**src/logic/decodePkg.sv**
```systemverilog
// Shared widths, opcode encodings and immediate kinds for the decode stage.
// Modules refer to these by scoped name.
package decodePkg;

    localparam int dataWidth    = 16; // Data word width.
    localparam int regAddrWidth = 3;  // Register index width.

    localparam logic [regAddrWidth-1:0] linkReg = 3'd7; // Return address register.

    typedef logic [4:0] opcodeT;

    // Control and special instructions.
    localparam opcodeT opHalt  = 5'b00000;
    localparam opcodeT opNop   = 5'b00001;

    // I1 format ALU immediates.
    localparam opcodeT opAddi  = 5'b01000;
    localparam opcodeT opSubi  = 5'b01001;
    localparam opcodeT opXori  = 5'b01010;
    localparam opcodeT opAndni = 5'b01011;

    // I1 format memory access.
    localparam opcodeT opSt    = 5'b10000;
    localparam opcodeT opLd    = 5'b10001;
    localparam opcodeT opStu   = 5'b10011;

    // I2 format immediate loads.
    localparam opcodeT opLbi   = 5'b11000;
    localparam opcodeT opSlbi  = 5'b10010;

    // Jumps, direct and register relative.
    localparam opcodeT opJ     = 5'b00100;
    localparam opcodeT opJr    = 5'b00101;
    localparam opcodeT opJal   = 5'b00110;
    localparam opcodeT opJalr  = 5'b00111;

    localparam opcodeT opBeqz  = 5'b01100; // I2 format branch.
    localparam opcodeT opArith = 5'b11011; // R format ADD/SUB/XOR/ANDN.

    // Source field of the immediate.
    typedef enum logic {
        immShort, // Bits 4..0, I1.
        immLong   // Bits 7..0, I2.
    } immKindT;

endpackage

```
**src/logic/ctrlIf.sv**
```systemverilog
// Decoded control levels passed from the control unit to the decode datapath.
// The control unit owns every signal; the datapath only reads them.
interface ctrlIf;

    logic regWrite; // Register file write enable.
    logic regDst;   // Write to R format Rd.
    logic i1Fmt;    // Instruction is I1 format.
    logic zeroExt;  // Zero extend the immediate.
    logic memWrite; // Store, operands swapped.
    logic aluSrc;   // Register relative jump.
    logic jump;
    logic isLink;   // JAL or JALR.
    logic isStu;    // Store with update.

    modport ctrl (
        output regWrite, regDst, i1Fmt, zeroExt, memWrite,
        output aluSrc, jump, isLink, isStu
    );

    modport stage (
        input regWrite, regDst, i1Fmt, zeroExt, memWrite,
        input aluSrc, jump, isLink, isStu
    );

endinterface

```
**src/logic/controlUnit.sv**
```systemverilog
// Opcode decoder for the decode stage.
// Drives the control bundle and flags opcodes outside the supported set.
module controlUnit (
    input  logic [decodePkg::dataWidth-1:0] instr,
    ctrlIf.ctrl                             ctrl,
    output logic                            err
);

    decodePkg::opcodeT opcode;

    assign opcode = instr[15:11];

    always_comb begin
        ctrl.regWrite = 1'b0;
        ctrl.regDst   = 1'b0;
        ctrl.i1Fmt    = 1'b0;
        ctrl.zeroExt  = 1'b0;
        ctrl.memWrite = 1'b0;
        ctrl.aluSrc   = 1'b0;
        ctrl.jump     = 1'b0;
        ctrl.isLink   = 1'b0;
        ctrl.isStu    = 1'b0;
        err           = 1'b0;
        case (opcode)
            decodePkg::opHalt, decodePkg::opNop, decodePkg::opBeqz: begin
                // Defaults hold.
            end
            decodePkg::opAddi, decodePkg::opSubi, decodePkg::opLd: begin
                ctrl.regWrite = 1'b1;
                ctrl.i1Fmt    = 1'b1;
            end
            decodePkg::opXori, decodePkg::opAndni: begin
                ctrl.regWrite = 1'b1;
                ctrl.i1Fmt    = 1'b1;
                ctrl.zeroExt  = 1'b1; // Logical ops take unsigned immediates.
            end
            decodePkg::opSt: begin
                ctrl.i1Fmt    = 1'b1;
                ctrl.memWrite = 1'b1;
            end
            decodePkg::opStu: begin
                ctrl.regWrite = 1'b1; // Updated base goes back to Rs.
                ctrl.i1Fmt    = 1'b1;
                ctrl.memWrite = 1'b1;
                ctrl.isStu    = 1'b1;
            end
            decodePkg::opLbi: begin
                ctrl.regWrite = 1'b1;
            end
            decodePkg::opSlbi: begin
                ctrl.regWrite = 1'b1;
                ctrl.zeroExt  = 1'b1;
            end
            decodePkg::opJ: begin
                ctrl.jump = 1'b1;
            end
            decodePkg::opJr: begin
                ctrl.jump   = 1'b1;
                ctrl.aluSrc = 1'b1;
            end
            decodePkg::opJal, decodePkg::opJalr: begin
                ctrl.jump     = 1'b1;
                ctrl.aluSrc   = (opcode == decodePkg::opJalr); // JALR is register relative.
                ctrl.regWrite = 1'b1;
                ctrl.isLink   = 1'b1;
            end
            decodePkg::opArith: begin
                ctrl.regWrite = 1'b1;
                ctrl.regDst   = 1'b1;
            end
            default: begin
                err = 1'b1; // All controls stay low.
            end
        endcase
    end

endmodule

```
**src/logic/regFile.sv**
```systemverilog
// General register file with two combinational read ports and one write port.
// Writes land at the rising clock edge, with no bypass to the read ports.
module regFile #(
    parameter int numRegs = 8
) (
    input  logic                               clk,
    input  logic                               rstN,
    input  logic [decodePkg::regAddrWidth-1:0] read1Sel,
    input  logic [decodePkg::regAddrWidth-1:0] read2Sel,
    input  logic [decodePkg::regAddrWidth-1:0] writeSel,
    input  logic [decodePkg::dataWidth-1:0]    writeData,
    input  logic                               writeEn,
    output logic [decodePkg::dataWidth-1:0]    read1Data,
    output logic [decodePkg::dataWidth-1:0]    read2Data
);

    logic [decodePkg::dataWidth-1:0] regs [numRegs];

    always_ff @(posedge clk or negedge rstN) begin
        if (!rstN) begin
            for (int i = 0; i < numRegs; i++) begin
                regs[i] <= '0; // All registers read zero after reset.
            end
        end else if (writeEn) begin
            regs[writeSel] <= writeData;
        end
    end

    assign read1Data = regs[read1Sel]; // Old value until the edge.
    assign read2Data = regs[read2Sel];

    // An X on the write path would corrupt a register silently.
    assert property (@(posedge clk) disable iff (!rstN)
        writeEn |-> !$isunknown({writeSel, writeData}))
        else $error("unknown write index or data while writeEn is high");

endmodule

```
**src/logic/immGen.sv**
```systemverilog
// Immediate and jump displacement builder.
// Picks the I1 or I2 immediate field and extends both it and the displacement.
module immGen (
    input  logic [decodePkg::dataWidth-1:0] instr,
    input  logic                            i1Fmt,
    input  logic                            zeroExt,
    input  logic                            jumpReg,
    output logic [decodePkg::dataWidth-1:0] immVal,
    output logic [decodePkg::dataWidth-1:0] jumpAddr
);

    localparam int dw = decodePkg::dataWidth;

    decodePkg::immKindT immKind;

    assign immKind = i1Fmt ? decodePkg::immShort : decodePkg::immLong;

    always_comb begin
        case (immKind)
            decodePkg::immShort: begin
                immVal = zeroExt ? {{(dw-5){1'b0}}, instr[4:0]}
                                 : {{(dw-5){instr[4]}}, instr[4:0]};
            end
            default: begin
                immVal = zeroExt ? {{(dw-8){1'b0}}, instr[7:0]}
                                 : {{(dw-8){instr[7]}}, instr[7:0]};
            end
        endcase
    end

    // JR and JALR carry an 8-bit offset; J and JAL an 11-bit one.
    assign jumpAddr = jumpReg ? {{(dw-8){instr[7]}}, instr[7:0]}
                              : {{(dw-11){instr[10]}}, instr[10:0]};

endmodule

```
**src/logic/decodeStage.sv**
```systemverilog
// Decode datapath: register reads, writeback selection and immediate building.
// Driven by the control bundle from the opcode decoder.
module decodeStage #(
    parameter int numRegs = 8
) (
    input  logic                            clk,
    input  logic                            rstN,
    input  logic [decodePkg::dataWidth-1:0] instr,
    input  logic [decodePkg::dataWidth-1:0] pc,
    input  logic [decodePkg::dataWidth-1:0] writeData,
    ctrlIf.stage                            ctrl,
    output logic [decodePkg::dataWidth-1:0] readData1,
    output logic [decodePkg::dataWidth-1:0] readData2,
    output logic [decodePkg::dataWidth-1:0] immVal,
    output logic [decodePkg::dataWidth-1:0] jumpAddr
);

    logic [decodePkg::regAddrWidth-1:0] rsIdx;
    logic [decodePkg::regAddrWidth-1:0] rtIdx;
    logic [decodePkg::regAddrWidth-1:0] rdIdx;
    logic [decodePkg::regAddrWidth-1:0] writeSel;
    logic [decodePkg::dataWidth-1:0]    writeDataSel;
    logic [decodePkg::dataWidth-1:0]    port1Data;
    logic [decodePkg::dataWidth-1:0]    port2Data;

    assign rsIdx = instr[10:8];
    assign rtIdx = instr[7:5];
    assign rdIdx = instr[4:2]; // R format only.

    always_comb begin
        if (ctrl.isLink) begin
            writeSel = decodePkg::linkReg;
        end else if (ctrl.isStu) begin
            writeSel = rsIdx; // Updated base address.
        end else if (ctrl.i1Fmt) begin
            writeSel = rtIdx;
        end else if (ctrl.regDst) begin
            writeSel = rdIdx;
        end else begin
            writeSel = rsIdx; // LBI and SLBI write Rs.
        end
    end

    assign writeDataSel = ctrl.isLink ? pc : writeData; // Links save the return address.

    regFile #(
        .numRegs(numRegs)
    ) regs (
        .clk      (clk),
        .rstN     (rstN),
        .read1Sel (rtIdx),
        .read2Sel (rsIdx),
        .writeSel (writeSel),
        .writeData(writeDataSel),
        .writeEn  (ctrl.regWrite),
        .read1Data(port1Data),
        .read2Data(port2Data)
    );

    // Stores present Rs as the address base on the first operand.
    assign readData1 = ctrl.memWrite ? port2Data : port1Data;
    assign readData2 = ctrl.memWrite ? port1Data : port2Data;

    immGen imm (
        .instr   (instr),
        .i1Fmt   (ctrl.i1Fmt),
        .zeroExt (ctrl.zeroExt),
        .jumpReg (ctrl.jump & ctrl.aluSrc),
        .immVal  (immVal),
        .jumpAddr(jumpAddr)
    );

    // Only STU both stores and writes back to the register file.
    assert property (@(posedge clk) disable iff (!rstN)
        (ctrl.memWrite && ctrl.regWrite) |-> ctrl.isStu)
        else $error("memWrite and regWrite both high outside STU");

endmodule

```
**src/logic/decodeTop.sv**
```systemverilog
// Top level of the decode stage with plain ports.
// Joins the opcode decoder and the decode datapath through the control bundle.
module decodeTop #(
    parameter int numRegs = 8
) (
    input  logic                            clk,
    input  logic                            rstN,
    input  logic [decodePkg::dataWidth-1:0] instr,
    input  logic [decodePkg::dataWidth-1:0] pc,
    input  logic [decodePkg::dataWidth-1:0] writeData,
    output logic [decodePkg::dataWidth-1:0] readData1,
    output logic [decodePkg::dataWidth-1:0] readData2,
    output logic [decodePkg::dataWidth-1:0] immVal,
    output logic [decodePkg::dataWidth-1:0] jumpAddr,
    output logic                            regWrite,
    output logic                            memWrite,
    output logic                            aluSrc,
    output logic                            jump,
    output logic                            err
);

    ctrlIf ctrlBus ();

    controlUnit ctrlDec (
        .instr(instr),
        .ctrl (ctrlBus.ctrl),
        .err  (err)
    );

    decodeStage #(
        .numRegs(numRegs)
    ) stage (
        .clk      (clk),
        .rstN     (rstN),
        .instr    (instr),
        .pc       (pc),
        .writeData(writeData),
        .ctrl     (ctrlBus.stage),
        .readData1(readData1),
        .readData2(readData2),
        .immVal   (immVal),
        .jumpAddr (jumpAddr)
    );

    assign regWrite = ctrlBus.regWrite; // Controls exposed for the execute stage.
    assign memWrite = ctrlBus.memWrite;
    assign aluSrc   = ctrlBus.aluSrc;
    assign jump     = ctrlBus.jump;

endmodule

```
**config.mk**
```make
export PLATFORM = sky130hd
export DESIGN_NAME = decodeTop
export DESIGN_NICKNAME = d
export VERILOG_FILES = /design/src/logic/decodePkg.sv /design/src/logic/ctrlIf.sv /design/src/logic/controlUnit.sv /design/src/logic/regFile.sv /design/src/logic/immGen.sv /design/src/logic/decodeStage.sv /design/src/logic/decodeTop.sv
export SDC_FILE = /design/constraint.sdc
export NUM_CORES = 1
export LEC_CHECK = 0
export BUFFER_PORTS_ARGS = -buffer_cell sky130_fd_sc_hd__buf_4
export CORE_ASPECT_RATIO = 0.5
export CORE_MARGIN = 2
export CORE_UTILIZATION = 40
export CTS_CLUSTER_SIZE = 14
export DETAILED_ROUTE_END_ITERATION = 10
export GPL_TIMING_DRIVEN = 0
export SETUP_SLACK_MARGIN = 0.5
export SLEW_MARGIN = 20
export SYNTH_ARGS = -nofsm -noshare
export SYNTH_HDL_FRONTEND = slang
export SYNTH_SLANG_ARGS = --single-unit
```
**constraint.sdc**
```tcl
create_clock -name clk -period 3.6 [get_ports clk]
set_clock_uncertainty 0.2 [all_clocks]
set_input_delay 0.72 -clock clk [delete_from_list [all_inputs] [get_ports clk]]
set_output_delay 0.72 -clock clk [all_outputs]
set_load 0.02 [all_outputs]
```
==> results.tsv, run 1 <==
metric	value	unit
outcome	finished, final reports clean	
die_w	204	um
synth_top_area_share	0.400	
initial_core_util	0.410	
hold_viol_final	0	
worstPathCellList	buf_6, buf_8, nand2b_4, or3_4, buf_12, clkbuf_16, mux2i_2, buf_4	
worst_hold_path_type	primary input to async pin	
grt_util_all_layers	0.220	
num-fill-cells	1625	
ios	119	
synth_top_cell_by_area	dfrtp_1	
ys_seq_area_frac	0.400	
grt_pass1_vias	5591	
reg_top3	stage.regs.regs x128	
synth.distinct_cells	54	
cts_hold_buf	0	
cts_tree	built	
place_ws	-0.361	ns
clk_pin_slew_worst_paths	0.06	ns
worst_pin_slew	0.518	ns
ff_latch_area	3200	um^2
vias	5443	
grt_pass1_wl	34.1	mm
slew_violations	0	
synth_warnings	0	
rows	36	
regMostFlops	stage.regs.regs	
drive_above_1_share	0.711	
holdWs	0.0443	ns
timing.final.crit_share	0.856	
ir_drop	0.000381	V
die_y	104	um
antenna_found_initial	0	
fmax	0.324	GHz
required	2.68	ns
crit_path_end_kind	output pin	
clk_latency	0.40	ns
syn_area	8020	um^2
grt_start_max_net_pins	66	
syn_nets	598	
fin_util	0.546	
cts.sinks	128	
drt_iter0_markers	394	
synthCells	548	
nNetsFinal	744	
power.leakage	4.66	nW
final_common_cell	buf_4	
routedWlPerCell	23.7	um
timing.slew.headroom	0.650	
numCtsBuffers	17	
critical_path_class	primary input to output pin	
insertedDiodeCount	0	
r2r_slack	2.60	ns
period_minus_slack	3.08	ns
place_congestion	0.804	
critical_path_arrival	2.16	ns
ff2ff_path_depth	1	
startpoint	instr[14]	
cp_max_fo	8	
max_cap_violations	0	
setup_viol	0	
drc	0	
mostFrequentLayoutCells	buf_4 (149), dfrtp_1 (128), mux2_2 (116)	
portBuffers	109	
cp-endpoint	readData1[8]	
slowest_delay	0.34	ns
area_delta_synth_final	33.2	%
clk_path_buf_depth	2	
dr.pass1.iters	5	
setup_slack	0.518	ns
crit_slowest_cell	or3_4	
timing.rr.start	stage.regs.regs[63]$_DFFE_PN0P_	
fp.coreArea	19500	um^2
root_buffer	clkbuf_16	
htree_levels	4	
ant_nets	0	
dpl.hpwl	14.7	mm
ys_ff_latch	128	
rsz0062_at_grt	true	
syn_area_per_cell	14.6	um^2
multi_input_area	4720	um^2
synth.area.top_cells	dfrtp_1 (40%), mux4_2 (18%), mux2_2 (16%), mux2i_1 (8.0%), mux2_4 (3.7%)	
r2r_end	stage.regs.regs[63]$_DFFE_PN0P_	
wirelength	23.0	mm
power.density	653	nW/um^2
dieArea	21300	um^2
post_drt_via_cell_ratio	5.59	
grt_overflow	0	
startpoint_type	primary input	
largest_reg_flops	128	
[where the power goes]
part / leakage (nW) / switching (mW) / total (mW) / internal [mW]
clock: 0.301 / 0.653 / 1.85 / 1.20
combinational: 2.81 / 1.10 / 2.70 / 1.60
sequential: 1.55 / 0.402 / 2.42 / 2.02
total: 4.66 / 2.16 / 6.97 / 4.81
[cell usage after synthesis (all sizes together)]
library cell	n
o21ai	6
nor2b	2
mux4	64
o22ai	2
nand2	13
a221oi	1
nand3b	3
a21bo	1
and3	3
a21o	2
mux2	145
a21boi	3
nor2	6
nand3	1
a311oi	1
inv	4
o21a	2
or3b	2
nand2b	6
or2	1
buf	47
a2bb2oi	1
o31ai	1
nor4	1
o311ai	1
clkbuf	20
nor4b	1
xor2	1
nor3b	1
nor3	3
and4b	2
dfrtp	128
and3b	2
and2	1
or3	2
mux2i	64
o211ai	1
a21oi	3
[logic make-up (layout without fill, tap and decap cells)]
group | after synthesis | in the layout | share of synthesized area
flops | 128 | 128 | 0.400
buf+inv | 71 | 230 | 0.0537
xor+xnor | 1 | 1 | 0.00109
mux | 273 | 273 | 0.473
simple gates | 50 | 50 | 0.0440
compound gates | 25 | 25 | 0.0289
[critical path: cells and delay by family]
family	cells	cell delay (ns)
AND/OR/NAND/NOR	2	0.48
buffers and inverters	5	0.75
multiplexers	1	0.21
[layer usage]
layer / part of all wire / routed length (um) / track usage / up-vias
met1: 0.46 / 10700 / 0.324 / 2883
li1: - / - / - / 2377
met2: 0.46 / 10600 / 0.342 / 161
met5: 0 / 0 / 0 / -
met3: 0.064 / 1480 / 0.0338 / 22
met4: 0.013 / 303 / 0.0492 / 0
[final cells by class]
class / instances / share of cell area
buffer: 67 / 0.0668
clock buffer: 19 / 0.0424
clock inverter: 13 / 0.0175
inverter: 4 / 0.00141
multi-input combinational: 349 / 0.442
sequential: 128 / 0.300
tap: 266 / 0.0312
timing repair buffer: 127 / 0.0991
[stage by stage]
stage                     setup TNS (ns)  instance area [um^2]  cells  total power [mW]
after detailed placement          -24.34                  9340    924              4.88
after CTS                              0                 10400    964              6.87
after floorplan                        0                  8150    548              4.14
after global placement            -19.09                  9310    923              4.80
after global routing                   0                 10700    973              7.33
final                                  0                 10700    973              6.97
[repair_timing]
| item | 4_1_cts | 5_1_grt |
|---|---|---|
| pin swaps | 2 | 2 |
| setup endpoints to repair | 162 | 89 |
| gates resized for setup | 82 | 43 |
| gates cloned | 3 | 3 |
| setup buffers | 5 | 6 |
[how the worst min path moves through the flow]
stage	endpoint	from	slack [ns]
after detailed placement	stage.regs.regs[23]$_DFFE_PN0P_	stage.regs.regs[23]$_DFFE_PN0P_	0.30
final	stage.regs.regs[80]$_DFFE_PN0P_	rstN	0.04
after global routing	stage.regs.regs[32]$_DFFE_PN0P_	rstN	0.07
after global placement	stage.regs.regs[21]$_DFFE_PN0P_	stage.regs.regs[21]$_DFFE_PN0P_	0.28
after floorplan	stage.regs.regs[0]$_DFFE_PN0P_	rstN	0.22
after CTS	stage.regs.regs[112]$_DFFE_PN0P_	rstN	0.06
Note: power is estimated with default switching activity, not from simulation.
==> run 2: changes to the inputs <==
--- a/config.mk
+++ b/config.mk
@@ -5,11 +5,10 @@
 export SDC_FILE = /design/constraint.sdc
 export NUM_CORES = 1
 export LEC_CHECK = 0
-export BUFFER_PORTS_ARGS = -buffer_cell sky130_fd_sc_hd__buf_4
+export BUFFER_PORTS_ARGS = -buffer_cell sky130_fd_sc_hd__buf_2
 export CORE_ASPECT_RATIO = 0.5
 export CORE_MARGIN = 2
 export CORE_UTILIZATION = 40
-export CTS_CLUSTER_SIZE = 14
 export DETAILED_ROUTE_END_ITERATION = 10
 export GPL_TIMING_DRIVEN = 0
 export SETUP_SLACK_MARGIN = 0.5
==> constraint.sdc (replaced) <==
create_clock -name clk -period 3.85 [get_ports clk]
set_clock_uncertainty 0.2 [all_clocks]
set_input_delay 0.77 -clock clk [delete_from_list [all_inputs] [get_ports clk]]
set_output_delay 0.77 -clock clk [all_outputs]
set_load 0.02 [all_outputs]
==> run 2 against run 1 <==
Effect of this change: sequential power shrank 7%; clock power shrank 6%; via count shrank 3.6%; cell count shrank 1.3%; worst setup slack lost 0.028 ns; sequential cell count is the same; cell area shrank 8.0%; die area is the same; critical path depth is the same; worst hold slack lost 0.0039 ns; critical path type unchanged; power shrank 12%; utilization shrank 4.4 points.
==> results.tsv, run 2 (synthesis results as in run 1) <==
metric	value	unit
rows	36	
timing.rr.start	stage.regs.regs[64]$_DFFE_PN0P_	
cts.sinks	128	
portBuffers	109	
numCtsBuffers	17	
r2r_end	stage.regs.regs[64]$_DFFE_PN0P_	
worst_pin_slew	0.616	ns
clk_latency	0.41	ns
grt_overflow	0	
antenna_found_initial	0	
dpl.hpwl	14.6	mm
mostFrequentLayoutCells	dfrtp_1 (128), mux2_2 (115), buf_2 (107)	
drive_above_1_share	0.634	
nNetsFinal	731	
p_sw_frac	0.308	
ant_nets	0	
hold_viol_final	0	
die_y	104	um
slew_violations	0	
cts_hold_buf	0	
final_common_cell	dfrtp_1	
crit_path_end_kind	output pin	
ir_drop	0.000383	V
grt_util_all_layers	0.209	
fmax	0.298	GHz
grt_pass1_wl	32.6	mm
largest_reg_flops	128	
clk_path_buf_depth	2	
period_minus_slack	3.36	ns
critical_path_arrival	2.39	ns
htree_levels	4	
cts_tree	built	
drc	0	
worst_hold_path_type	primary input to async pin	
grt_start_max_net_pins	87	
reg_top3	stage.regs.regs x128	
post_drt_via_cell_ratio	5.47	
finalPower	6.15	mW
timing.slew.headroom	0.589	
clockPowerShare	0.282	
place_congestion	0.818	
ff2ff_path_depth	1	
r2r_slack	2.85	ns
power.density	626	nW/um^2
setup_tns	0	ns
p_int	4.26	mW
fp.coreArea	19500	um^2
initial_core_util	0.410	
vias	5248	
p_sw	1.89	mW
power_frac_seq	0.368	
timing.final.crit_share	0.873	
area_delta_synth_final	22.6	%
dp_cells	924	
routedWlPerCell	22.3	um
regMostFlops	stage.regs.regs	
dieArea	21300	um^2
power_frac_comb	0.351	
drt_iter0_markers	256	
max_cap_violations	0	
instances_no_fill	960	
power.leakage	4.55	nW
outcome	finished, final reports clean	
setup_viol	0	
rsz0062_at_grt	true	
root_buffer	clkbuf_16	
cp_max_fo	10	
holdWs	0.0404	ns
die_w	204	um
insertedDiodeCount	0	
critical_path_class	primary input to output pin	
clk_pin_slew_worst_paths	0.06	ns
startpoint_type	primary input	
grt_pass1_vias	5356	
dr.pass1.iters	4	
ios	119	
wirelength	21.4	mm
required	2.88	ns
run 2: worst max path at each step:
stage	from	to	slack, ns	depth (start not counted)
after global routing	instr[8]	readData2[14]	0.44	6
after CTS	instr[14]	readData1[14]	0.50	8
after detailed placement	instr[13]	readData1[1]	-0.35	7
after floorplan	instr[13]	readData1[0]	0.36	6
after global placement	instr[13]	readData2[12]	-0.58	7
final	instr[14]	readData2[12]	0.49	8
run 2: final cells by class:
class	count	area, um^2
plain buffers	67	568
flip-flops and latches	128	3200
fillers	1726	9720
well taps	266	333
multi-input cells	349	4440
repair buffers	114	631
clock buffers	19	453
clock inverters	13	185
inverters	4	15.0
run 2: worst max-delay path: stages:
cell and delay (ns):
buf_2 0.11, buf_6 0.13, nand2b_1 0.19, or3_1 0.33
buf_4 0.20, clkbuf_16 0.21, mux2i_2 0.24, buf_4 0.19
run 2: what timing repair did:
action,4_1_cts,5_1_grt
pin swaps,0,1
endpoints found under the setup margin,54,44
cloned,0,0
resized for setup,59,21
setup buffers,0,4
run 2: through the flow:
stage / utilization / instance area [um^2] / setup slack, ns
after CTS: 0.498 / 9740 / 0.502
after floorplan: - / 8030 / 0.356
after global placement: 0.455 / 8900 / -0.577
final: 0.503 / 9830 / 0.490
after global routing: 0.503 / 9830 / 0.442
after detailed placement: 0.457 / 8940 / -0.352
run 2: layer usage:
metal  GRT usage  part of all wire  vias to the layer above
met5           0                 0                        -
met1       0.303              0.48                     2767
met2       0.331              0.47                      130
met3      0.0298             0.043                       13
li1            -                 -                     2338
met4      0.0497            0.0068                        0
run 2: power groups by stage:
stage	Sequential [mW]	Clock, mW	Combinational, mW
floorplan	2.15	0	1.64
CTS	2.25	1.76	2.13
global placement	2.23	0	2.05
finish	2.26	1.73	2.16
global route	2.33	1.82	2.31
detailed placement	2.27	0	2.09
==> run 3: changes to the inputs <==
--- a/config.mk
+++ b/config.mk
@@ -11,6 +11,7 @@
 export CORE_UTILIZATION = 40
 export DETAILED_ROUTE_END_ITERATION = 10
 export GPL_TIMING_DRIVEN = 0
+export RECOVER_POWER = 25
 export SETUP_SLACK_MARGIN = 0.5
 export SLEW_MARGIN = 20
 export SYNTH_ARGS = -nofsm -noshare
==> run 3 against run 2 <==
Effect of this change: the flow now finishes with violations (capacitance limit, slew limit); die area unchanged; global-route usage unchanged; worst hold slack improved by 0.26 ns; sequential power about the same; worst setup slack improved by 0.015 ns; sequential cell count stayed put; non-clock buffer count stayed put; first-iteration DRC count fell by 4.3%; cell count stayed put; critical path type unchanged.
==> results.tsv, run 3 (synthesis results as in run 1) <==
metric	value	unit
period_minus_slack	3.34	ns
grt_overflow	0	
routedWlPerCell	22.4	um
critical_path_class	primary input to output pin	
fp.coreArea	19500	um^2
grt_pass1_vias	5356	
htree_levels	4	
required	2.88	ns
grt_pass1_wl	32.6	mm
drt_iter0_markers	245	
hold_viol_final	0	
reg_top3	stage.regs.regs x128	
root_buffer	clkbuf_16	
final_common_cell	dfrtp_1	
dr.pass1.iters	4	
power_frac_comb	0.351	
p_int	4.26	mW
area_delta_synth_final	22.5	%
setup_viol	0	
slew_violations	43	
clk_path_buf_depth	2	
insertedDiodeCount	0	
cts_tree	built	
cts.sinks	128	
placed_area	8940	um^2
outcome	finished with violations	
largest_reg_flops	128	
die_y	104	um
numCtsBuffers	17	
setup_tns	0	ns
r2r_end	stage.regs.regs[64]$_DFFE_PN0P_	
initial_core_util	0.410	
die_w	204	um
power.density	626	nW/um^2
dpl.hpwl	14.6	mm
ir_drop	0.000385	V
clockPowerShare	0.282	
crit_path_end_kind	output pin	
hp-start	stage.regs.regs[30]$_DFFE_PN0P_	
antenna_found_initial	0	
violations	capacitance limit, slew limit	
mostFrequentLayoutCells	dfrtp_1 (128), mux2_2 (115), buf_2 (107)	
drive_above_1_share	0.633	
p_sw_frac	0.308	
cp_max_fo	10	
ios	119	
rsz0062_at_grt	true	
nNetsFinal	731	
clk_pin_slew_worst_paths	0.06	ns
power_frac_seq	0.367	
place_ws	-0.352	ns
regMostFlops	stage.regs.regs	
holdPathEnd	stage.regs.regs[30]$_DFFE_PN0P_	
ant_nets	0	
post_drt_via_cell_ratio	5.48	
timing.rr.start	stage.regs.regs[64]$_DFFE_PN0P_	
startpoint_type	primary input	
ff2ff_path_depth	1	
wirelength	21.5	mm
rows	36	
fmax	0.299	GHz
power.leakage	4.54	nW
cts_hold_buf	0	
design_area	9820	um^2
worst_hold_path_type	register to register	
drc	0	
portBuffers	109	
worst_pin_slew	2.44	ns
hold_depth	1	
max_cap_violations	1	
r2r_slack	2.85	ns
place_congestion	0.818	
timing.slew.headroom	-0.629	
setup_slack	0.505	ns
p_sw	1.89	mW
clk_latency	0.42	ns
grt_start_max_net_pins	87	
vias	5259	
holdWs	0.303	ns
timing.final.crit_share	0.869	
fin_util	0.502	
grt_util_all_layers	0.209	
critical_path_arrival	2.37	ns
dieArea	21300	um^2
==> run 3: changes by cell type in the layout (fill, tap and decap cells not counted) <==
cell | previous run | this run
clkbuf_1 | 0 | 1
buf_8 | 4 | 3
==> run 3: layout make-up <==
type / instances / area [um^2]
multi-input cells: 349 / 4440
clock inverters: 13 / 185
flip-flops and latches: 128 / 3200
plain buffers: 67 / 568
clock buffers: 19 / 453
fillers: 1728 / 9730
well taps: 266 / 333
repair buffers: 114 / 619
inverters: 4 / 15.0
==> run 3: power by group through the flow <==
stage	logic, mW	clock network [mW]	registers (mW)
floorplan	1.64	0	2.15
global placement	2.05	0	2.23
detailed placement	2.09	0	2.27
CTS	2.13	1.76	2.25
global route	2.31	1.82	2.33
finish	2.15	1.73	2.26
==> run 3: metrics by stage <==
step	std cells	total power, mW
finish	960	6.15
global route	960	6.46
CTS	956	6.15
detailed placement	924	4.36
global placement	923	4.27
floorplan	548	3.79
==> run 3: metal layers <==
layer	track usage	routed length, um
met3	0.0298	1080
met2	0.331	10200
met1	0.303	10000
met4	0.0497	144
met5	0	0
==> run 3: worst max path at each step <==
stage / start / to / slack, ns / cells past startpoint
final: instr[14] / readData2[12] / 0.51 / 8
after global routing: instr[8] / readData2[14] / 0.44 / 6
after detailed placement: instr[13] / readData1[1] / -0.35 / 7
after floorplan: instr[13] / readData1[0] / 0.36 / 6
after global placement: instr[13] / readData2[12] / -0.58 / 7
after CTS: instr[14] / readData1[14] / 0.50 / 8
==> run 3: worst max-delay path, cell delays in order <==
cell and delay (ns):
buf_2 0.11, buf_6 0.13, nand2b_1 0.19, or3_1 0.33, buf_4 0.20, clkbuf_16 0.21
mux2i_2 0.23, buf_4 0.18
==> run 3: timing repair <==
item / 4_1_cts / 5_1_grt
resized for setup: 59 / 21
buffers inserted: 0 / 4
pin swaps: 0 / 1
endpoints found under the setup margin: 54 / 44
